**config.mk**
```make
export PLATFORM = sky130hd
export DESIGN_NAME = can_transmitter_axi4lite
export DESIGN_NICKNAME = d
export VERILOG_FILES = /design/src/can_tx_pkg.sv /design/src/can_axi_regs.sv /design/src/can_bit_stream.sv /design/src/can_crc15.sv /design/src/can_frame_serializer.sv /design/src/can_transmitter_axi4lite.sv
export SDC_FILE = /design/constraint.sdc
export NUM_CORES = 1
export LEC_CHECK = 0
export CORE_ASPECT_RATIO = 1.5
export CORE_MARGIN = 3
export CORE_UTILIZATION = 55
export CTS_CLUSTER_DIAMETER = 200
export DETAILED_ROUTE_END_ITERATION = 7
export DONT_BUFFER_PORTS = 1
export HOLD_SLACK_MARGIN = 0.08
export PLACE_DENSITY_LB_ADDON = 0.3
export SETUP_SLACK_MARGIN = 0.15
export SLEW_MARGIN = 20
export SYNTH_ARGS = -nofsm -noshare
export SYNTH_HDL_FRONTEND = slang
export SYNTH_HIERARCHICAL = 1
export SYNTH_SLANG_ARGS = --single-unit
```
**constraint.sdc**
```tcl
create_clock -name s_axi_aclk -period 10.6 [get_ports s_axi_aclk]
set_clock_uncertainty 0.1 [all_clocks]
set_input_delay 3.18 -clock s_axi_aclk [delete_from_list [all_inputs] [get_ports s_axi_aclk]]
set_output_delay 3.18 -clock s_axi_aclk [all_outputs]
set_load 0.05 [all_outputs]
```
**src/can_tx_pkg.sv**
```systemverilog
// CAN transmitter shared definitions
package can_tx_pkg;

  // AXI response codes
  localparam logic [1:0] resp_okay   = 2'b00;
  localparam logic [1:0] resp_slverr = 2'b10;

  // Register word indices, taken from address bits 5:2
  localparam logic [3:0] reg_control     = 4'd0;
  localparam logic [3:0] reg_status      = 4'd1;
  localparam logic [3:0] reg_identifier  = 4'd2;
  localparam logic [3:0] reg_data_lo     = 4'd3;
  localparam logic [3:0] reg_data_hi     = 4'd4;
  localparam logic [3:0] reg_data_length = 4'd5;

  // Frame field widths
  localparam int id_width  = 11;
  localparam int dlc_width = 4;
  localparam int crc_width = 15;

  // Frame to send; byte 0 sits in data[7:0] and goes out first
  typedef struct packed {
    logic [id_width-1:0]  id;
    logic [dlc_width-1:0] dlc;
    logic [63:0]          data;
  } can_frame_t;

  // One unstuffed bit offered to the bit stream
  typedef struct packed {
    logic value;
    logic stuffable;
    logic last;
  } can_bit_t;

  typedef struct packed {
    logic tx_active;
    logic tx_done;
  } can_status_t;

endpackage

```
**src/can_axi_regs.sv**
```systemverilog
// CAN transmitter register block
`timescale 1ns/1ns

module can_axi_regs (
  input  logic                    s_axi_aclk,
  input  logic                    s_axi_aresetn,

  input  logic [31:0]             s_axi_awaddr,
  input  logic                    s_axi_awvalid,
  output logic                    s_axi_awready,

  input  logic [31:0]             s_axi_wdata,
  input  logic [3:0]              s_axi_wstrb,
  input  logic                    s_axi_wvalid,
  output logic                    s_axi_wready,

  output logic [1:0]              s_axi_bresp,
  output logic                    s_axi_bvalid,
  input  logic                    s_axi_bready,

  input  logic [31:0]             s_axi_araddr,
  input  logic                    s_axi_arvalid,
  output logic                    s_axi_arready,

  output logic [31:0]             s_axi_rdata,
  output logic [1:0]              s_axi_rresp,
  output logic                    s_axi_rvalid,
  input  logic                    s_axi_rready,

  input  can_tx_pkg::can_status_t status,
  output can_tx_pkg::can_frame_t  frame,
  output logic                    tx_start
);

  typedef enum logic [1:0] {wr_idle, wr_data, wr_resp} wr_state_t;
  typedef enum logic {rd_idle, rd_data} rd_state_t;

  wr_state_t wr_state;
  rd_state_t rd_state;
  logic [3:0] wr_index;
  logic [3:0] rd_index;
  logic [31:0] wr_merged;
  logic start_req;

  // Programmed frame contents
  logic [can_tx_pkg::id_width-1:0] id_reg;
  logic [can_tx_pkg::dlc_width-1:0] dlc_reg;
  logic [63:0] data_reg;

  function automatic logic index_mapped(input logic [3:0] index);
    return index <= can_tx_pkg::reg_data_length;
  endfunction

  // Read view of one register word; control always reads back 0
  function automatic logic [31:0] reg_word(input logic [3:0] index);
    logic [31:0] word;
    word = '0;
    case (index)
      can_tx_pkg::reg_status:      word = {30'b0, status.tx_done, status.tx_active};
      can_tx_pkg::reg_identifier:  word[can_tx_pkg::id_width-1:0] = id_reg;
      can_tx_pkg::reg_data_lo:     word = data_reg[31:0];
      can_tx_pkg::reg_data_hi:     word = data_reg[63:32];
      can_tx_pkg::reg_data_length: word[can_tx_pkg::dlc_width-1:0] = dlc_reg;
      default:                     word = '0;
    endcase
    return word;
  endfunction

  function automatic logic [31:0] apply_strb(input logic [31:0] old_val,
                                             input logic [31:0] new_val,
                                             input logic [3:0] strb);
    logic [31:0] result;
    for (int i = 0; i < 4; i++) begin
      result[8*i +: 8] = strb[i] ? new_val[8*i +: 8] : old_val[8*i +: 8];
    end
    return result;
  endfunction

  // Byte lanes not strobed keep their current value
  always_comb begin
    wr_merged = apply_strb(reg_word(wr_index), s_axi_wdata, s_axi_wstrb);
  end

  always_ff @(posedge s_axi_aclk or negedge s_axi_aresetn) begin
    if (!s_axi_aresetn) begin
      wr_state      <= wr_idle;
      s_axi_awready <= 1'b0;
      s_axi_wready  <= 1'b0;
      s_axi_bvalid  <= 1'b0;
      s_axi_bresp   <= can_tx_pkg::resp_okay;
      wr_index      <= '0;
      start_req     <= 1'b0;
      id_reg        <= '0;
      dlc_reg       <= '0;
      data_reg      <= '0;
    end else begin
      case (wr_state)
        wr_idle: begin
          if (s_axi_awvalid) begin
            s_axi_awready <= 1'b1;
            wr_index      <= s_axi_awaddr[5:2];
            s_axi_bresp   <= can_tx_pkg::resp_okay;
            start_req     <= 1'b0;
            wr_state      <= wr_data;
          end
        end
        wr_data: begin
          s_axi_awready <= 1'b0;
          if (s_axi_wvalid) begin
            s_axi_wready <= 1'b1;
            wr_state     <= wr_resp;
            case (wr_index)
              can_tx_pkg::reg_control: begin
                // Start is ignored while a frame is on the bus
                start_req <= wr_merged[0] && !status.tx_active;
              end
              can_tx_pkg::reg_identifier:  id_reg <= wr_merged[can_tx_pkg::id_width-1:0];
              can_tx_pkg::reg_data_lo:     data_reg[31:0] <= wr_merged;
              can_tx_pkg::reg_data_hi:     data_reg[63:32] <= wr_merged;
              can_tx_pkg::reg_data_length: dlc_reg <= wr_merged[can_tx_pkg::dlc_width-1:0];
              default:                     s_axi_bresp <= can_tx_pkg::resp_slverr;
            endcase
          end
        end
        wr_resp: begin
          s_axi_wready <= 1'b0;
          if (!s_axi_bvalid) begin
            s_axi_bvalid <= 1'b1;
          end else if (s_axi_bready) begin
            s_axi_bvalid <= 1'b0;
            wr_state     <= wr_idle;
          end
        end
        default: wr_state <= wr_idle;
      endcase
    end
  end

  always_ff @(posedge s_axi_aclk or negedge s_axi_aresetn) begin
    if (!s_axi_aresetn) begin
      rd_state      <= rd_idle;
      s_axi_arready <= 1'b0;
      s_axi_rvalid  <= 1'b0;
      s_axi_rresp   <= can_tx_pkg::resp_okay;
      s_axi_rdata   <= '0;
      rd_index      <= '0;
    end else begin
      case (rd_state)
        rd_idle: begin
          if (s_axi_arvalid) begin
            s_axi_arready <= 1'b1;
            rd_index      <= s_axi_araddr[5:2];
            rd_state      <= rd_data;
          end
        end
        rd_data: begin
          s_axi_arready <= 1'b0;
          if (!s_axi_rvalid) begin
            s_axi_rvalid <= 1'b1;
            s_axi_rdata  <= reg_word(rd_index);
            s_axi_rresp  <= index_mapped(rd_index) ? can_tx_pkg::resp_okay
                                                   : can_tx_pkg::resp_slverr;
          end else if (s_axi_rready) begin
            s_axi_rvalid <= 1'b0;
            rd_state     <= rd_idle;
          end
        end
        default: rd_state <= rd_idle;
      endcase
    end
  end

  // Start pulse follows the wready cycle of an accepted control write
  always_ff @(posedge s_axi_aclk or negedge s_axi_aresetn) begin
    if (!s_axi_aresetn) begin
      tx_start <= 1'b0;
    end else begin
      tx_start <= s_axi_wready && start_req;
    end
  end

  // Snapshot of the programmed frame, stable for the whole transmission
  always_ff @(posedge s_axi_aclk) begin
    if (s_axi_wready && start_req) begin
      frame.id   <= id_reg;
      frame.dlc  <= dlc_reg;
      frame.data <= data_reg;
    end
  end

  // Responses stay on the bus until the master accepts them
  bvalid_held: assert property (@(posedge s_axi_aclk) disable iff (!s_axi_aresetn)
    s_axi_bvalid && !s_axi_bready |=> s_axi_bvalid && $stable(s_axi_bresp));
  rvalid_held: assert property (@(posedge s_axi_aclk) disable iff (!s_axi_aresetn)
    s_axi_rvalid && !s_axi_rready |=> s_axi_rvalid && $stable(s_axi_rdata));

endmodule

```
**src/can_bit_stream.sv**
```systemverilog
// CAN bit timing and bit stuffing
`timescale 1ns/1ns

module can_bit_stream #(
  parameter int BIT_CYCLES = 8
) (
  input  logic                 s_axi_aclk,
  input  logic                 s_axi_aresetn,
  input  can_tx_pkg::can_bit_t bit_out,
  input  logic                 bit_valid,
  output logic                 bit_take,
  output logic                 can_tx
);

  localparam int pw = $clog2(BIT_CYCLES);

  logic [pw-1:0] presc;
  logic active;
  logic run_val;
  logic [2:0] run_len;
  logic boundary;
  logic stuff_now;
  logic next_bit;
  logic next_zone;
  logic [5:0] tx_hist;
  logic [2:0] zone_len;

  // A new bit period starts here
  assign boundary  = active ? (presc == '0) : bit_valid;
  assign stuff_now = active && (run_len == 3'd5);
  // Also fires when the final bit period closes, so the serializer can finish
  assign bit_take  = boundary && !stuff_now;
  assign next_bit  = stuff_now ? ~run_val : (bit_valid ? bit_out.value : 1'b1);

  always_ff @(posedge s_axi_aclk or negedge s_axi_aresetn) begin
    if (!s_axi_aresetn) begin
      active  <= 1'b0;
      presc   <= '0;
      run_val <= 1'b1;
      run_len <= '0;
      can_tx  <= 1'b1;
    end else if (boundary) begin
      can_tx <= next_bit;
      if (stuff_now) begin
        run_val <= ~run_val;
        run_len <= 3'd1;
        active  <= 1'b1;
        presc   <= pw'(1);
      end else if (bit_valid) begin
        active <= 1'b1;
        presc  <= pw'(1);
        if (!bit_out.stuffable) begin
          run_len <= '0;
        end else if (run_len != '0 && bit_out.value == run_val) begin
          run_len <= run_len + 3'd1;
        end else begin
          run_len <= 3'd1;
          run_val <= bit_out.value;
        end
      end else begin
        // Nothing offered, line goes recessive and idles
        active  <= 1'b0;
        presc   <= '0;
        run_len <= '0;
      end
    end else if (active) begin
      presc <= (presc == pw'(BIT_CYCLES - 1)) ? '0 : presc + pw'(1);
    end
  end

  // Line history for the stuffing check
  assign next_zone = stuff_now || (bit_valid && bit_out.stuffable);

  always_ff @(posedge s_axi_aclk or negedge s_axi_aresetn) begin
    if (!s_axi_aresetn) begin
      tx_hist  <= '1;
      zone_len <= '0;
    end else if (boundary) begin
      tx_hist  <= {tx_hist[4:0], next_bit};
      zone_len <= !next_zone ? 3'd0 : (zone_len == 3'd6) ? 3'd6 : zone_len + 3'd1;
    end
  end

  no_six_equal: assert property (@(posedge s_axi_aclk) disable iff (!s_axi_aresetn)
    zone_len == 3'd6 |-> (tx_hist != 6'h00 && tx_hist != 6'h3f));

endmodule

```
**src/can_crc15.sv**
```systemverilog
// CAN CRC-15 generator
`timescale 1ns/1ns

module can_crc15 (
  input  logic                             s_axi_aclk,
  input  logic                             s_axi_aresetn,
  input  logic                             crc_clear,
  input  logic                             crc_en,
  input  logic                             crc_bit,
  output logic [can_tx_pkg::crc_width-1:0] crc_value
);

  localparam logic [can_tx_pkg::crc_width-1:0] crc_poly = 15'h4599;

  logic feedback;

  assign feedback = crc_bit ^ crc_value[can_tx_pkg::crc_width-1];

  always_ff @(posedge s_axi_aclk or negedge s_axi_aresetn) begin
    if (!s_axi_aresetn) begin
      crc_value <= '0;
    end else if (crc_clear) begin
      crc_value <= '0;
    end else if (crc_en) begin
      // Shift left, fold in the generator when the outgoing bit differs
      crc_value <= {crc_value[can_tx_pkg::crc_width-2:0], 1'b0} ^ (feedback ? crc_poly : '0);
    end
  end

endmodule

```
**src/can_frame_serializer.sv**
```systemverilog
// CAN data frame serializer
`timescale 1ns/1ns

module can_frame_serializer (
  input  logic                    s_axi_aclk,
  input  logic                    s_axi_aresetn,
  input  can_tx_pkg::can_frame_t  frame,
  input  logic                    tx_start,
  input  logic                    bit_take,
  output can_tx_pkg::can_bit_t    bit_out,
  output logic                    bit_valid,
  output can_tx_pkg::can_status_t status
);

  typedef enum logic [2:0] {
    st_idle, st_sof, st_id, st_ctrl, st_data, st_crc, st_trailer
  } field_state_t;

  // CRC delimiter, ACK slot, ACK delimiter, 7 EOF, 3 intermission
  localparam logic [5:0] trailer_last = 6'd12;

  field_state_t state;
  logic [5:0] cnt;
  logic [3:0] byte_count;
  logic [5:0] data_last;
  logic field_end;
  logic crc_en;
  logic crc_clear;
  logic crc_bit;
  logic [can_tx_pkg::crc_width-1:0] crc_value;

  // DLC values above 8 still send eight bytes
  assign byte_count = (frame.dlc > 4'd8) ? 4'd8 : frame.dlc;
  // Eight bytes wraps round to index 63
  assign data_last  = {byte_count[2:0] - 3'd1, 3'b111};

  always_comb begin
    bit_out = '0;
    bit_out.value = 1'b1;
    case (state)
      st_sof: begin
        bit_out.value     = 1'b0;
        bit_out.stuffable = 1'b1;
      end
      st_id: begin
        bit_out.value     = frame.id[can_tx_pkg::id_width - 1 - cnt];
        bit_out.stuffable = 1'b1;
      end
      st_ctrl: begin
        // RTR, IDE and r0 are dominant, then DLC msb first
        bit_out.value     = (cnt < 6'd3) ? 1'b0 : frame.dlc[6 - cnt];
        bit_out.stuffable = 1'b1;
      end
      st_data: begin
        bit_out.value     = frame.data[{cnt[5:3], ~cnt[2:0]}];
        bit_out.stuffable = 1'b1;
      end
      st_crc: begin
        bit_out.value     = crc_value[can_tx_pkg::crc_width - 1 - cnt];
        bit_out.stuffable = 1'b1;
      end
      st_trailer: begin
        bit_out.last = (cnt == trailer_last);
      end
      default: bit_out.value = 1'b1;
    endcase
  end

  // Past the last intermission bit the line waits for its period to close
  assign bit_valid = (state != st_idle) && !(state == st_trailer && cnt > trailer_last);

  always_comb begin
    case (state)
      st_sof:     field_end = 1'b1;
      st_id:      field_end = (cnt == 6'(can_tx_pkg::id_width - 1));
      st_ctrl:    field_end = (cnt == 6'd6);
      st_data:    field_end = (cnt == data_last);
      st_crc:     field_end = (cnt == 6'(can_tx_pkg::crc_width - 1));
      st_trailer: field_end = (cnt > trailer_last);
      default:    field_end = 1'b0;
    endcase
  end

  always_ff @(posedge s_axi_aclk or negedge s_axi_aresetn) begin
    if (!s_axi_aresetn) begin
      state  <= st_idle;
      cnt    <= '0;
      status <= '0;
    end else if (state == st_idle) begin
      if (tx_start) begin
        state            <= st_sof;
        cnt              <= '0;
        status.tx_active <= 1'b1;
        status.tx_done   <= 1'b0;
      end
    end else if (bit_take) begin
      if (field_end) begin
        cnt <= '0;
        case (state)
          st_sof:  state <= st_id;
          st_id:   state <= st_ctrl;
          st_ctrl: state <= (byte_count == 4'd0) ? st_crc : st_data;
          st_data: state <= st_crc;
          st_crc:  state <= st_trailer;
          default: begin
            state            <= st_idle;
            status.tx_active <= 1'b0;
            status.tx_done   <= 1'b1;
          end
        endcase
      end else begin
        cnt <= cnt + 6'd1;
      end
    end
  end

  // CRC covers SOF through data; it is frozen while its own field goes out
  assign crc_clear = tx_start;
  assign crc_en    = bit_take && bit_out.stuffable && (state != st_crc);
  assign crc_bit   = bit_out.value;

  can_crc15 u_crc (
    .s_axi_aclk    (s_axi_aclk),
    .s_axi_aresetn (s_axi_aresetn),
    .crc_clear     (crc_clear),
    .crc_en        (crc_en),
    .crc_bit       (crc_bit),
    .crc_value     (crc_value)
  );

  no_bits_when_idle: assert property (@(posedge s_axi_aclk) disable iff (!s_axi_aresetn)
    !status.tx_active |-> !bit_valid && !bit_take);

endmodule

```
**src/can_transmitter_axi4lite.sv**
```systemverilog
// CAN transmitter with AXI4-Lite control
`timescale 1ns/1ns

module can_transmitter_axi4lite #(
  parameter int BIT_CYCLES = 8
) (
  input  logic        s_axi_aclk,
  input  logic        s_axi_aresetn,

  input  logic [31:0] s_axi_awaddr,
  input  logic        s_axi_awvalid,
  output logic        s_axi_awready,

  input  logic [31:0] s_axi_wdata,
  input  logic [3:0]  s_axi_wstrb,
  input  logic        s_axi_wvalid,
  output logic        s_axi_wready,

  output logic [1:0]  s_axi_bresp,
  output logic        s_axi_bvalid,
  input  logic        s_axi_bready,

  input  logic [31:0] s_axi_araddr,
  input  logic        s_axi_arvalid,
  output logic        s_axi_arready,

  output logic [31:0] s_axi_rdata,
  output logic [1:0]  s_axi_rresp,
  output logic        s_axi_rvalid,
  input  logic        s_axi_rready,

  output logic        can_tx
);

  can_tx_pkg::can_frame_t  frame;
  can_tx_pkg::can_status_t status;
  can_tx_pkg::can_bit_t    bit_out;
  logic tx_start;
  logic bit_valid;
  logic bit_take;

  can_axi_regs u_regs (
    .s_axi_aclk    (s_axi_aclk),
    .s_axi_aresetn (s_axi_aresetn),
    .s_axi_awaddr  (s_axi_awaddr),
    .s_axi_awvalid (s_axi_awvalid),
    .s_axi_awready (s_axi_awready),
    .s_axi_wdata   (s_axi_wdata),
    .s_axi_wstrb   (s_axi_wstrb),
    .s_axi_wvalid  (s_axi_wvalid),
    .s_axi_wready  (s_axi_wready),
    .s_axi_bresp   (s_axi_bresp),
    .s_axi_bvalid  (s_axi_bvalid),
    .s_axi_bready  (s_axi_bready),
    .s_axi_araddr  (s_axi_araddr),
    .s_axi_arvalid (s_axi_arvalid),
    .s_axi_arready (s_axi_arready),
    .s_axi_rdata   (s_axi_rdata),
    .s_axi_rresp   (s_axi_rresp),
    .s_axi_rvalid  (s_axi_rvalid),
    .s_axi_rready  (s_axi_rready),
    .status        (status),
    .frame         (frame),
    .tx_start      (tx_start)
  );

  can_frame_serializer u_serializer (
    .s_axi_aclk    (s_axi_aclk),
    .s_axi_aresetn (s_axi_aresetn),
    .frame         (frame),
    .tx_start      (tx_start),
    .bit_take      (bit_take),
    .bit_out       (bit_out),
    .bit_valid     (bit_valid),
    .status        (status)
  );

  can_bit_stream #(
    .BIT_CYCLES (BIT_CYCLES)
  ) u_bit_stream (
    .s_axi_aclk    (s_axi_aclk),
    .s_axi_aresetn (s_axi_aresetn),
    .bit_out       (bit_out),
    .bit_valid     (bit_valid),
    .bit_take      (bit_take),
    .can_tx        (can_tx)
  );

endmodule

```
==> results_dict.tcl <==
set metrics [dict create \
    end_kind "output port" \
    coreArea_mm2 0.0207 \
    crit_path_start_kind "register" \
    internal-power_mw 2.29 \
    grt_setup_unrepaired "no" \
    setup.worst_path.class "reg2out" \
    setup_viol_count_final 0 \
    grt_use_total_pct 22.8 \
    antenna_found_initial 1 \
    routed-wl-met2_um 13900 \
    dieArea_mm2 0.0230 \
    grt_pass1_vias 7794 \
    timing.fmax_mhz 223 \
    slew_headroom_pct 28.8 \
    start_util_pct 56.5 \
    top_layer "met4" \
    worstPathMaxFanout 5 \
    finalInstanceArea_mm2 0.0125 \
    ant_nets 0 \
    clk_path_buf_depth 3 \
    drtIter0Drc 685 \
    holdCritPathClass "reg2reg" \
    grt_overflow 0 \
    layout.nets 1056 \
    finalSetupTns_ns 0 \
    slew_violations 0 \
    cts_buffers 24 \
    synth_area_mm2 0.0117 \
    dpl.hpwl_um 17200 \
    io_pins 149 \
    synthCells 964 \
    p_clk_share_pct 22.4 \
    synth.avg_cell_area_um2 12.1 \
    worstPathRequired_ns 7.32 \
    gp_congestion 0.897 \
    place_area_mm2 0.0117 \
    p_switching_mw 1.50 \
    rows 64 \
    viasPerCell 6.36 \
    grt_max_degree 167 \
    leakage_nw 5.03 \
    chipHeight_um 184 \
    seq_power_share_pct 48.0 \
    die_w_um 125 \
    routedWlPerCell_um 21.6 \
    r2r_slack_ns 6.44 \
    met1Wirelength_um 10200 \
    cts.sinks 245 \
    vias 7748 \
    hold_violations 0 \
    wl_met3_um 1530 \
    drc 0 \
    wirelength_um 26400 \
    period_share_pct 42.4 \
    cts_tree "yes" \
    drv_cap 0 \
    swShare_pct 39.6 \
    path_clk_slew_ns 0.06 \
    worstMarginPinSlew_ns 1.07 \
    drive_above_1_share_pct 16.4 \
    power_density_mw_per_mm2 302 \
    min_period_ns 4.49 \
    largest_register_ffs 79 \
    cts_hold_buf 0 \
    grt_pass1_wl_um 42100 \
    post-cts-setup-buffers 0 \
    area_growth_pct 7.38 \
    insertion_delay_ns 0.52 \
    ctsResizeCount 0 \
    outcome "finished clean" \
    p_comb_share_pct 29.6 \
    clockRootBuffer "clkbuf_16" \
    synth_warnings 6 \
    htreeDepth 1 \
    io_buffers 0 \
    firstDrtPassIters 5 \
    max-vdd-ir-drop_v 0.000254 \
    worstPathArrival_ns 1.21 \
]
## power by group through the flow
stage,clock [mW],combinational [mW],sequential [mW]
6_report,0.850,1.12,1.82
5_1_grt,0.902,1.24,1.87
4_1_cts,0.863,1.12,1.82
3_5_place_dp,0,1.12,1.84
3_3_place_gp,0,1.09,1.83
2_1_floorplan,0,0.994,1.67
## area by class of cell
cell class	count	area [um^2]
Fill cell	1648	8130
Sequential cell	245	6530
Multi-Input combinational cell	631	4710
Clock buffer	35	693
Tap cell	264	330
Clock inverter	8	90.1
Inverter	24	90.1
Timing Repair Buffer	11	82.6
Antenna cell	1	2.50
## per-stage QoR
stage | util (%) | total power, mW | worst slack (ns) | std cells | hold slack [ns]
2_1_floorplan | - | 2.66 | 6.18 | 965 | 0.343
3_3_place_gp | 56.9 | 2.92 | 5.61 | 1175 | 0.356
3_5_place_dp | 56.9 | 2.95 | 5.61 | 1175 | 0.358
4_1_cts | 60.6 | 3.81 | 6.08 | 1218 | 0.369
5_1_grt | 60.7 | 4.01 | 6.07 | 1219 | 0.384
6_report | 60.7 | 3.79 | 6.11 | 1219 | 0.371
## per-layer routing
layer,track usage [%],vias up
met1,27.5,3928
met4,8.68,0
met3,4.20,51
li1,-,3531
met2,41.0,238
met5,0,-
## layout by cell type (no fill, tap or decap), drive strengths merged, types with 4 or more instances in the layout
master	instances
o21ai	47
xor2	7
nor3	13
a222oi	5
and3	4
xnor2	4
a21oi	53
inv	25
ha	12
buf	11
o22a	9
nor4b	7
clkinv	5
mux2	65
nand3	19
nor2b	14
nand2	50
nor2	101
nand4b	6
mux2i	29
a21o	4
a22o	12
and2	8
o311ai	7
a211oi	7
nor3b	6
edfxtp	79
clkbuf	35
dfrtp	164
mux4	19
a31oi	15
a221oi	29
nand3b	13
nand4	4
nand2b	12
a22oi	4
## final timing paths
check | startpoint | end | depth (start not counted)
min reg2reg | u_regs/data_reg[16]$_DFFE_PN0P_ | u_regs/frame[16]$_DFFE_PP_ | 0
max reg2reg | u_serializer/cnt[0]$_DFFE_PN0P_ | u_serializer/u_crc/crc_value[4]$_DFFE_PN0P_ | 11
max in group asynchronous | s_axi_aresetn | u_bit_stream/can_tx$_DFFE_PN1P_ | 0
min | u_regs/data_reg[16]$_DFFE_PN0P_ | u_regs/frame[16]$_DFFE_PP_ | 0
max | u_regs/s_axi_rvalid$_DFFE_PN0P_ | s_axi_rvalid | 0
min in group asynchronous | s_axi_aresetn | u_regs/s_axi_rdata[17]$_DFFE_PN0P_ | 0
No activity file was read; power rests on OpenSTA's default activity.
